File: config.mk
export PLATFORM = sky130hd
export DESIGN_NAME = pod_row_sdr_north
export DESIGN_NICKNAME = d
export VERILOG_FILES = /design/src/hdl/sdr_pkg.sv /design/src/hdl/sdr_link_out.sv /design/src/hdl/sdr_link_in.sv /design/src/hdl/sdr_north_tile.sv /design/src/hdl/pod_row_sdr_north.sv
export VERILOG_INCLUDE_DIRS = /design/src /design/src/hdl
export SDC_FILE = /design/constraint.sdc
export NUM_CORES = 1
export LEC_CHECK = 0
export ABC_AREA = 1
export BUFFER_PORTS_ARGS = -buffer_cell sky130_fd_sc_hd__buf_2
export CAP_MARGIN = 25
export CORE_AREA = 8 8 319 321
export DETAILED_ROUTE_END_ITERATION = 16
export DIE_AREA = 0 0 327 329
export GPL_TIMING_DRIVEN = 1
export PLACE_DENSITY = 0.77
export SYNTH_ARGS = -nofsm -noshare
export SYNTH_HDL_FRONTEND = slang
export SYNTH_SLANG_ARGS = --single-unit
File: constraint.sdc
create_clock -name ext_clk_i -period 2.8 [get_ports ext_clk_i]
set_input_delay 0.28 -clock ext_clk_i [delete_from_list [all_inputs] [get_ports ext_clk_i]]
set_output_delay 0.28 -clock ext_clk_i [all_outputs]
set_load 0.1 [all_outputs]
File: src/hdl/sdr_defines.svh
// sizes and counts for the north SDR row, included by every file that needs a width
`ifndef SDR_DEFINES_SVH
`define SDR_DEFINES_SVH

// row geometry
`define SDR_NUM_PODS_X 2
`define SDR_NUM_TILES_X 2
`define SDR_NUM_COLS (`SDR_NUM_PODS_X * `SDR_NUM_TILES_X)

// link buffering and credit return
`define SDR_LG_FIFO_DEPTH 2
`define SDR_LG_TOKEN_DECIMATION 1

// forward packet fields
`define SDR_ADDR_W 8
`define SDR_DATA_W 16
`define SDR_X_CORD_W 4
`define SDR_Y_CORD_W 3

`endif

File: src/hdl/sdr_pkg.sv
// packet, link, coordinate and tag types shared by the SDR row RTL and its testbench
`default_nettype none

`include "sdr_defines.svh"

package sdr_pkg;

  // one forward network packet
  typedef struct packed {
    logic [`SDR_ADDR_W-1:0]   addr;
    logic [`SDR_DATA_W-1:0]   data;
    logic [`SDR_X_CORD_W-1:0] x_cord;
    logic [`SDR_Y_CORD_W-1:0] y_cord;
  } fwd_pkt_s;

  // io side beat, qualified by v only
  typedef struct packed {
    logic     v;
    fwd_pkt_s pkt;
  } fwd_link_s;

  typedef struct packed {
    logic [`SDR_X_CORD_W-1:0] x;
    logic [`SDR_Y_CORD_W-1:0] y;
  } cord_s;

  // data loads the pod reset bit when v is high
  typedef struct packed {
    logic v;
    logic data;
  } tag_s;

endpackage

`default_nettype wire

File: src/hdl/sdr_link_out.sv
// outbound forward link: buffers core packets and sends them to the IO side on credit
`timescale 1ns/100ps
`default_nettype none

`include "sdr_defines.svh"

module sdr_link_out (
  input  logic               core_clk_i
  , input  logic             rst_n_i

  // core side, valid/ready
  , input  logic             core_fwd_v_i
  , input  sdr_pkg::fwd_pkt_s core_fwd_pkt_i
  , output logic             core_fwd_ready_o

  // io side, valid plus returned tokens
  , output sdr_pkg::fwd_link_s io_fwd_o
  , input  logic             io_fwd_token_i
);

  localparam int unsigned depth_lp = 1 << `SDR_LG_FIFO_DEPTH;
  localparam int unsigned cnt_w_lp = `SDR_LG_FIFO_DEPTH + 1;
  localparam logic [cnt_w_lp-1:0] token_credits_lp = cnt_w_lp'(1 << `SDR_LG_TOKEN_DECIMATION);

  sdr_pkg::fwd_pkt_s mem [depth_lp];

  logic [`SDR_LG_FIFO_DEPTH-1:0] wr_ptr_r;
  logic [`SDR_LG_FIFO_DEPTH-1:0] rd_ptr_r;
  logic [cnt_w_lp-1:0]           count_r;
  logic [cnt_w_lp-1:0]           credit_r;
  logic                          enq;
  logic                          send;

  assign core_fwd_ready_o = (count_r != cnt_w_lp'(depth_lp));
  assign enq = core_fwd_v_i & core_fwd_ready_o;

  // head goes out whenever the far end has room for it
  assign send = (count_r != '0) & (credit_r != '0);

  assign io_fwd_o = '{v: send, pkt: mem[rd_ptr_r]};

  always_ff @(posedge core_clk_i) begin
    if (enq) begin
      mem[wr_ptr_r] <= core_fwd_pkt_i;
    end
  end

  always_ff @(posedge core_clk_i) begin
    if (!rst_n_i) begin
      wr_ptr_r <= '0;
      rd_ptr_r <= '0;
      count_r  <= '0;
      // far end buffer starts empty
      credit_r <= cnt_w_lp'(depth_lp);
    end else begin
      if (enq) begin
        wr_ptr_r <= wr_ptr_r + 1'b1;
      end
      if (send) begin
        rd_ptr_r <= rd_ptr_r + 1'b1;
      end
      count_r <= count_r + cnt_w_lp'(enq) - cnt_w_lp'(send);
      // one token returns a whole decimation group of credits
      credit_r <= credit_r - cnt_w_lp'(send)
                  + (io_fwd_token_i ? token_credits_lp : '0);
    end
  end

endmodule

`default_nettype wire

File: src/hdl/sdr_link_in.sv
// inbound forward link: buffers IO beats for the core and returns decimated tokens
`timescale 1ns/100ps
`default_nettype none

`include "sdr_defines.svh"

module sdr_link_in (
  input  logic               core_clk_i
  , input  logic             rst_n_i

  // io side
  , input  sdr_pkg::fwd_link_s io_fwd_i
  , output logic             io_fwd_token_o

  // core side, valid/ready
  , output logic             core_fwd_v_o
  , output sdr_pkg::fwd_pkt_s core_fwd_pkt_o
  , input  logic             core_fwd_ready_i
);

  localparam int unsigned depth_lp = 1 << `SDR_LG_FIFO_DEPTH;
  localparam int unsigned cnt_w_lp = `SDR_LG_FIFO_DEPTH + 1;

  sdr_pkg::fwd_pkt_s mem [depth_lp];

  logic [`SDR_LG_FIFO_DEPTH-1:0]       wr_ptr_r;
  logic [`SDR_LG_FIFO_DEPTH-1:0]       rd_ptr_r;
  logic [cnt_w_lp-1:0]                 count_r;
  logic [`SDR_LG_TOKEN_DECIMATION-1:0] dec_cnt_r;
  logic                                token_r;
  logic                                full;
  logic                                push;
  logic                                pop;

  assign full = (count_r == cnt_w_lp'(depth_lp));
  // sender is credit limited, so a full FIFO never sees a beat
  assign push = io_fwd_i.v & ~full;

  assign core_fwd_v_o   = (count_r != '0);
  assign core_fwd_pkt_o = mem[rd_ptr_r];
  assign pop = core_fwd_v_o & core_fwd_ready_i;

  assign io_fwd_token_o = token_r;

  always_ff @(posedge core_clk_i) begin
    if (push) begin
      mem[wr_ptr_r] <= io_fwd_i.pkt;
    end
  end

  always_ff @(posedge core_clk_i) begin
    if (!rst_n_i) begin
      wr_ptr_r  <= '0;
      rd_ptr_r  <= '0;
      count_r   <= '0;
      dec_cnt_r <= '0;
      token_r   <= 1'b0;
    end else begin
      if (push) begin
        wr_ptr_r <= wr_ptr_r + 1'b1;
      end
      if (pop) begin
        rd_ptr_r  <= rd_ptr_r + 1'b1;
        dec_cnt_r <= dec_cnt_r + 1'b1;
      end
      count_r <= count_r + cnt_w_lp'(push) - cnt_w_lp'(pop);
      // token on the last dequeue of each group
      token_r <= pop & (dec_cnt_r == '1);
    end
  end

endmodule

`default_nettype wire

File: src/hdl/sdr_north_tile.sv
// one column of the north SDR row: retimes reset and coordinates, joins both forward links
`timescale 1ns/100ps
`default_nettype none

module sdr_north_tile (
  input  logic                 core_clk_i
  , input  logic               rst_n_i

  , input  logic               core_reset_i
  , output logic               core_reset_o

  , input  sdr_pkg::cord_s     global_cord_i
  , output sdr_pkg::cord_s     core_cord_o

  // outbound link
  , input  logic               core_fwd_v_i
  , input  sdr_pkg::fwd_pkt_s  core_fwd_pkt_i
  , output logic               core_fwd_ready_o
  , output sdr_pkg::fwd_link_s io_fwd_o
  , input  logic               io_fwd_token_i

  // inbound link
  , input  sdr_pkg::fwd_link_s io_fwd_i
  , output logic               io_fwd_token_o
  , output logic               core_fwd_v_o
  , output sdr_pkg::fwd_pkt_s  core_fwd_pkt_o
  , input  logic               core_fwd_ready_i
);

  logic           core_reset_r;
  sdr_pkg::cord_s core_cord_r;

  // pods stay held until a tag releases them
  always_ff @(posedge core_clk_i) begin
    if (!rst_n_i) begin
      core_reset_r <= 1'b1;
    end else begin
      core_reset_r <= core_reset_i;
    end
  end

  always_ff @(posedge core_clk_i) begin
    core_cord_r <= global_cord_i;
  end

  assign core_reset_o = core_reset_r;
  assign core_cord_o  = core_cord_r;

  sdr_link_out link_out (
    .core_clk_i        (core_clk_i)
    ,.rst_n_i          (rst_n_i)
    ,.core_fwd_v_i     (core_fwd_v_i)
    ,.core_fwd_pkt_i   (core_fwd_pkt_i)
    ,.core_fwd_ready_o (core_fwd_ready_o)
    ,.io_fwd_o         (io_fwd_o)
    ,.io_fwd_token_i   (io_fwd_token_i)
  );

  sdr_link_in link_in (
    .core_clk_i        (core_clk_i)
    ,.rst_n_i          (rst_n_i)
    ,.io_fwd_i         (io_fwd_i)
    ,.io_fwd_token_o   (io_fwd_token_o)
    ,.core_fwd_v_o     (core_fwd_v_o)
    ,.core_fwd_pkt_o   (core_fwd_pkt_o)
    ,.core_fwd_ready_i (core_fwd_ready_i)
  );

endmodule

`default_nettype wire

File: src/hdl/pod_row_sdr_north.sv
// top of the north SDR row: tag driven pod resets, retiming and one SDR tile per column
`timescale 1ns/100ps
`default_nettype none

`include "sdr_defines.svh"

module pod_row_sdr_north (
  input  logic ext_clk_i
  , input  logic rst_n_i

  , input  sdr_pkg::tag_s  [`SDR_NUM_PODS_X-1:0] pod_tags_i
  , input  sdr_pkg::cord_s [`SDR_NUM_COLS-1:0]   global_cord_i
  , output logic           [`SDR_NUM_COLS-1:0]   core_reset_o
  , output sdr_pkg::cord_s [`SDR_NUM_COLS-1:0]   core_cord_o

  // core side links
  , input  logic              [`SDR_NUM_COLS-1:0] core_fwd_v_i
  , input  sdr_pkg::fwd_pkt_s [`SDR_NUM_COLS-1:0] core_fwd_pkt_i
  , output logic              [`SDR_NUM_COLS-1:0] core_fwd_ready_o
  , output logic              [`SDR_NUM_COLS-1:0] core_fwd_v_o
  , output sdr_pkg::fwd_pkt_s [`SDR_NUM_COLS-1:0] core_fwd_pkt_o
  , input  logic              [`SDR_NUM_COLS-1:0] core_fwd_ready_i

  // io side links
  , output sdr_pkg::fwd_link_s [`SDR_NUM_COLS-1:0] io_fwd_o
  , input  logic               [`SDR_NUM_COLS-1:0] io_fwd_token_i
  , input  sdr_pkg::fwd_link_s [`SDR_NUM_COLS-1:0] io_fwd_i
  , output logic               [`SDR_NUM_COLS-1:0] io_fwd_token_o
);

  // no clock generator, the external clock runs the core
  logic core_clk;
  assign core_clk = ext_clk_i;

  logic [`SDR_NUM_PODS_X-1:0][`SDR_NUM_TILES_X-1:0] pod_reset;

  for (genvar p = 0; p < `SDR_NUM_PODS_X; p++) begin : pod
    logic       tag_reset_r;
    logic [1:0] reset_chain_r;

    always_ff @(posedge core_clk) begin
      if (!rst_n_i) begin
        tag_reset_r   <= 1'b1;
        reset_chain_r <= '1;
      end else begin
        if (pod_tags_i[p].v) begin
          tag_reset_r <= pod_tags_i[p].data;
        end
        reset_chain_r <= {reset_chain_r[0], tag_reset_r};
      end
    end

    // same reset for every column of the pod
    assign pod_reset[p] = {`SDR_NUM_TILES_X{reset_chain_r[1]}};
  end

  for (genvar c = 0; c < `SDR_NUM_COLS; c++) begin : col
    sdr_north_tile tile (
      .core_clk_i        (core_clk)
      ,.rst_n_i          (rst_n_i)
      ,.core_reset_i     (pod_reset[c / `SDR_NUM_TILES_X][c % `SDR_NUM_TILES_X])
      ,.core_reset_o     (core_reset_o[c])
      ,.global_cord_i    (global_cord_i[c])
      ,.core_cord_o      (core_cord_o[c])
      ,.core_fwd_v_i     (core_fwd_v_i[c])
      ,.core_fwd_pkt_i   (core_fwd_pkt_i[c])
      ,.core_fwd_ready_o (core_fwd_ready_o[c])
      ,.io_fwd_o         (io_fwd_o[c])
      ,.io_fwd_token_i   (io_fwd_token_i[c])
      ,.io_fwd_i         (io_fwd_i[c])
      ,.io_fwd_token_o   (io_fwd_token_o[c])
      ,.core_fwd_v_o     (core_fwd_v_o[c])
      ,.core_fwd_pkt_o   (core_fwd_pkt_o[c])
      ,.core_fwd_ready_i (core_fwd_ready_i[c])
    );
  end

endmodule

`default_nettype wire

Word level (Yosys, flattened, before mapping)
Memory sizes are Yosys's and may differ from the RTL's. A register that Yosys moved wholly into a read port is not among the register bits. Cells that the tools add are included.

Memories: 8. Bits in writable memories: 992. Register bits: 112. Word-level logic and storage cells: 182. Output and inout bits: 296.

Memories: col[0].tile.link_in.mem (words 4, bits a word 31, read ports 1, clocked after memory_dff 1, write ports 1, line sdr_link_in.sv:24) `sdr_pkg::fwd_pkt_s mem [depth_lp];`; col[0].tile.link_out.mem (words 4, bits a word 31, read ports 1, clocked after memory_dff 1, write ports 1, line sdr_link_out.sv:25) `sdr_pkg::fwd_pkt_s mem [depth_lp];`; col[1].tile.link_in.mem (words 4, bits a word 31, read ports 1, clocked after memory_dff 1, write ports 1, line sdr_link_in.sv:24); col[1].tile.link_out.mem (words 4, bits a word 31, read ports 1, clocked after memory_dff 1, write ports 1, line sdr_link_out.sv:25); col[2].tile.link_in.mem (words 4, bits a word 31, read ports 1, clocked after memory_dff 1, write ports 1, line sdr_link_in.sv:24); col[2].tile.link_out.mem (words 4, bits a word 31, read ports 1, clocked after memory_dff 1, write ports 1, line sdr_link_out.sv:25); 2 more memories.

Bitwise operators: 24. Equality and inequality tests: 8. Add/subtract/negate cells: 44. Multiplexer cells: 36. Reductions and logical operators: 12.

Operators by type and width (number): 2-to-1 mux 2 bit (20); nonzero test 3 bit (12); subtractor 3 x 1 -> 3 bit (12); adder 2 x 1 -> 2 bit, second input constant (16); adder 3 x 1 -> 3 bit (8); bitwise AND 1 bit (20); 2-to-1 mux 1 bit (16); adder 3 x 2 -> 3 bit (4); equality test 3 bit, second input constant (4); != test 3 bit, second input constant (4); adder 1 bit, second input constant (4); inverter 1 bit (4).

Depth between registers and ports, before layout
Depth in word-level cells: 5. Mapped depth: 13. Depth with buffers taken out: 13.

Hierarchy
From an unflattened synthesis, not the netlist that was laid out.

Cells, all modules: 3126. Area, all modules: 42878.6 µm².

By module, submodules not included: sdr_link_out (area an instance 5301.3 µm², instances 4, cells each 391); sdr_link_in (area an instance 5205.0 µm², instances 4, cells each 375); sdr_north_tile (area an instance 167.7 µm², instances 4, cells each 10); pod_row_sdr_north (area an instance 182.7 µm², instances 1, cells each 22).

Worst setup path before layout
Ideal clock, no wire load.

Path type: reg2out. Start point: register with a tool-made name. End point: output core_fwd_pkt_o[41] (netlist name). Setup slack: 0.343 ns. Data required time: 2.520 ns. Cell stages (with the launch flop): 6. Arrival: 2.177 ns. Path buffers: 2. Cell sequence: dfxtp_1 > buf_6 > inv_8 > buf_6 > o21ai_2 > o22ai_1.

RTL lines: to (decl) (line pod_row_sdr_north.sv:21) `` , output sdr_pkg::fwd_pkt_s [`SDR_NUM_COLS-1:0] core_fwd_pkt_o ``.

==> impl_metrics.py <==
metrics = {
    "routing": {
        "ant_nets": 0,
        "vias": 28300,
        "wirelength_mm": 107,
        "via_per_inst": 5.23,
        "drt_first_pass_iters": 5,
        "drt-wirelength-per-cell_um": 19.7,
        "dr.first_iter.drc_count": 2323,
        "drc_errors": 0,
    },
    "run_status": {
        "outcome": "finished, final reports clean",
    },
    "min_path": {
        "holdCritPathClass": "input port to register",
    },
    "placed_design": {
        "port-buffer-count": 593,
        "gp_congestion": 0.823,
        "dpl.hpwl_mm": 63.5,
    },
    "timing": {
        "fin_worst_skew_ps": 22.9,
        "worst-slew-pin-transition_ps": 864,
        "fin_crit_ps": 2690,
        "finalMaxSlewViolations": 0,
        "fin_crit_sh_pct": 96.2,
        "fmaxAchievable_ghz": 0.371,
        "relSlewSlack_pct": 42.3,
        "hold_viol_final": 0,
        "setup_viol": 0,
    },
    "worst_setup_path": {
        "worstPathRequired_ps": 2520,
        "endpoint_kind": "output port",
        "path_max_fanout": 23,
        "reg2reg_setup_slack_ps": 750,
        "critPathKind": "register to output port",
        "cpPeakStageDelay_ps": 540,
        "path_cells": "buf_4 > o21ai_1 > o22ai_1 > buf_2",
        "crit_arrival_ps": 2410,
        "critPathLaunchType": "register",
        "critical-path-slowest-cell": "dfxtp_1",
    },
    "clock_tree": {
        "cts.sinks": 1120,
        "cts_tree": "yes",
        "post_cts_buffers": 0,
        "clock_path_buffers": 3,
        "clk_transition_reported_paths_ps": 60,
        "htreeDepth": 3,
        "clk_latency_ps": 670,
        "cts_buffers": 109,
        "ctsRootBufferMaster": "clkbuf_16",
    },
    "synth": {
        "synthMuxAreaShare_pct": 0,
        "yosysTopAreaCell": "edfxtp_1",
        "synth_compound_area_share_pct": 9.89,
        "synthFlopType": "edfxtp_1",
        "async_reset_ff_share_pct": 0,
        "synth_area_um2": 43000,
        "synthesis.nets": 3486,
        "synth_edf_count": 992,
        "ys_ff_latch": 1120,
        "synth_top_family_by_area": "compound AO/OA/AOI/OAI gates",
        "synth_top_cell_area_share_pct": 69.2,
        "synth_cell_types": 30,
        "synth-seq-area-share_pct": 75.2,
        "ys_warn_count": 0,
        "synth_area_leaders": "edfxtp_1, dfxtp_1, o21ai_1",
        "syn_avg_cell_area_um2": 13.8,
        "yosysMostFrequentCell": "edfxtp_1",
        "synthSimpleGateAreaFrac_pct": 7.58,
        "synthAdderAreaFrac_pct": 2.00,
        "synthXorXnorAreaFrac_pct": 0.244,
        "syn_inst": 3124,
        "synth_commonest_cells": "edfxtp_1, nor2_1, o21ai_1",
    },
    "global_routing": {
        "overflow": 0,
        "grt.total_usage_pct": 18.8,
        "grt_pass1_vias": 28500,
        "grt_pass1_wl_mm": 161,
        "antenna_found_initial": 20,
        "grt_max_degree": 65,
    },
    "power_and_ir_drop": {
        "power_leakage_uw": 0.0199,
        "power_uw": 65100,
        "p_per_area_nw_per_um2": 1210,
        "vdd_drop_max_mv": 1.37,
    },
    "floorplan": {
        "die-area_um2": 108000,
        "die_h_um": 329,
        "start_util_pct": 44.3,
        "die_w_um": 327,
        "core_area_um2": 97100,
        "ios": 594,
        "num_rows": 115,
    },
    "finish": {
        "area_growth_pct": 24.7,
        "final_util_pct": 55.3,
        "drive_above_1_share_pct": 23.1,
        "register_area_um2": 32400,
        "fillers": 7303,
        "fin_nets": 4375,
        "multi_input_area_um2": 8560,
    },
    "run": {
        "maxCapViolCount": 0,
    },
}
==> area by class of cell <==
class                      instances  area share, %
sequential                      1120           60.3
multi-input combinational       1658           15.9
timing repair buffer             959           12.6
clock buffer                     139           5.52
tap                             1287           3.00
inverter                         165           1.27
clock inverter                    67           1.22
antenna                           17         0.0793
==> worst max-delay path, delay by kind of cell (launching register included) <==
family	cells	cell delay (ps)
compound gates	2	350
buf+inv	2	830
flops	1	540
==> kinds of logic (layout without fill, tap and decap cells) <==
kind of cell,Yosys count,after routing
AO/OA/AOI/OAI,768,768
XOR/XNOR,12,12
adder cells (fa/ha/maj),64,64
buffers and inverters,346,1330
flip-flops,1120,1120
other,0,17
AND/OR/NAND/NOR,814,814
==> power breakdown <==
group,internal (uW),switching [uW],total [uW]
clock network,8520,6160,14700
registers,20400,1130,21500
logic,5110,23800,28900
total,34000,31100,65100
==> placed cells by master, fill, tap and decap left out, types with 49 or more instances in the layout <==
cell type / instances
dlygate4sd3_1: 293
inv_1: 147
nand2_1: 126
clkbuf_16: 111
edfxtp_1: 992
nor2_2: 49
ha_1: 56
nor2_1: 578
dfxtp_1: 118
buf_2: 554
buf_4: 72
o21ai_1: 460
o22ai_1: 238
==> sequential cells by signal, indices dropped and copies added (netlist names), named ones only <==
name / flops
col.tile.link_out.rd_ptr_r: 8
pod.tag_reset_r: 2
pod.reset_chain_r: 4
col.tile.core_cord_o: 28
col.tile.link_in.rd_ptr_r: 8
col.tile.link_in.io_fwd_token_o: 4
col.tile.core_reset_o: 2
col.tile.link_out.credit_r: 12
col.tile.link_in.count_r: 12
col.tile.link_out.mem: 496
col.tile.link_in.wr_ptr_r: 8
col.tile.link_in.mem: 496
col.tile.link_out.wr_ptr_r: 8
col.tile.link_in.dec_cnt_r: 4
col.tile.link_out.count_r: 12
==> layer usage <==
layer / up-vias / GRT usage (%) / share of wire [%]
met5: - / 0 / 0.032
li1: 13100 / - / -
met4: 6 / 9.21 / 5.0
met3: 306 / 4.03 / 6.9
met1: 13600 / 21.8 / 37
met2: 1269 / 33.1 / 51
==> stage by stage <==
step,setup WS (ps),std cells,area [um^2],hold WS (ps),TNS (ps)
finish,105,5412,53700,151,0
global route,-14.7,5411,53700,154,-14.7
CTS,0.124,5395,53600,91.8,0
detailed placement,463,4896,47000,384,0
global placement,538,4896,47000,382,0
floorplan,343,3124,43000,308,0
==> final timing paths <==
kind                                       start                               end  cells after the start
setup / recovery                        register                      io_fwd_o[40]                      4
hold / removal                 io_fwd_token_i[0]  col[0].tile.link_out.credit_r[2]                      6
setup reg to reg  col[3].tile.link_in.count_r[1]    col[3].tile.link_in.count_r[2]                     13
hold reg to reg          pod[1].reset_chain_r[0]           pod[1].reset_chain_r[1]                      1
==> repair_timing <==
action,in CTS,in global routing
setup endpoints to repair,102,33
hold buffers,293,0
resized for setup,16,22
hold endpoints to repair,1053,0
(Power assumes the default switching activity.)
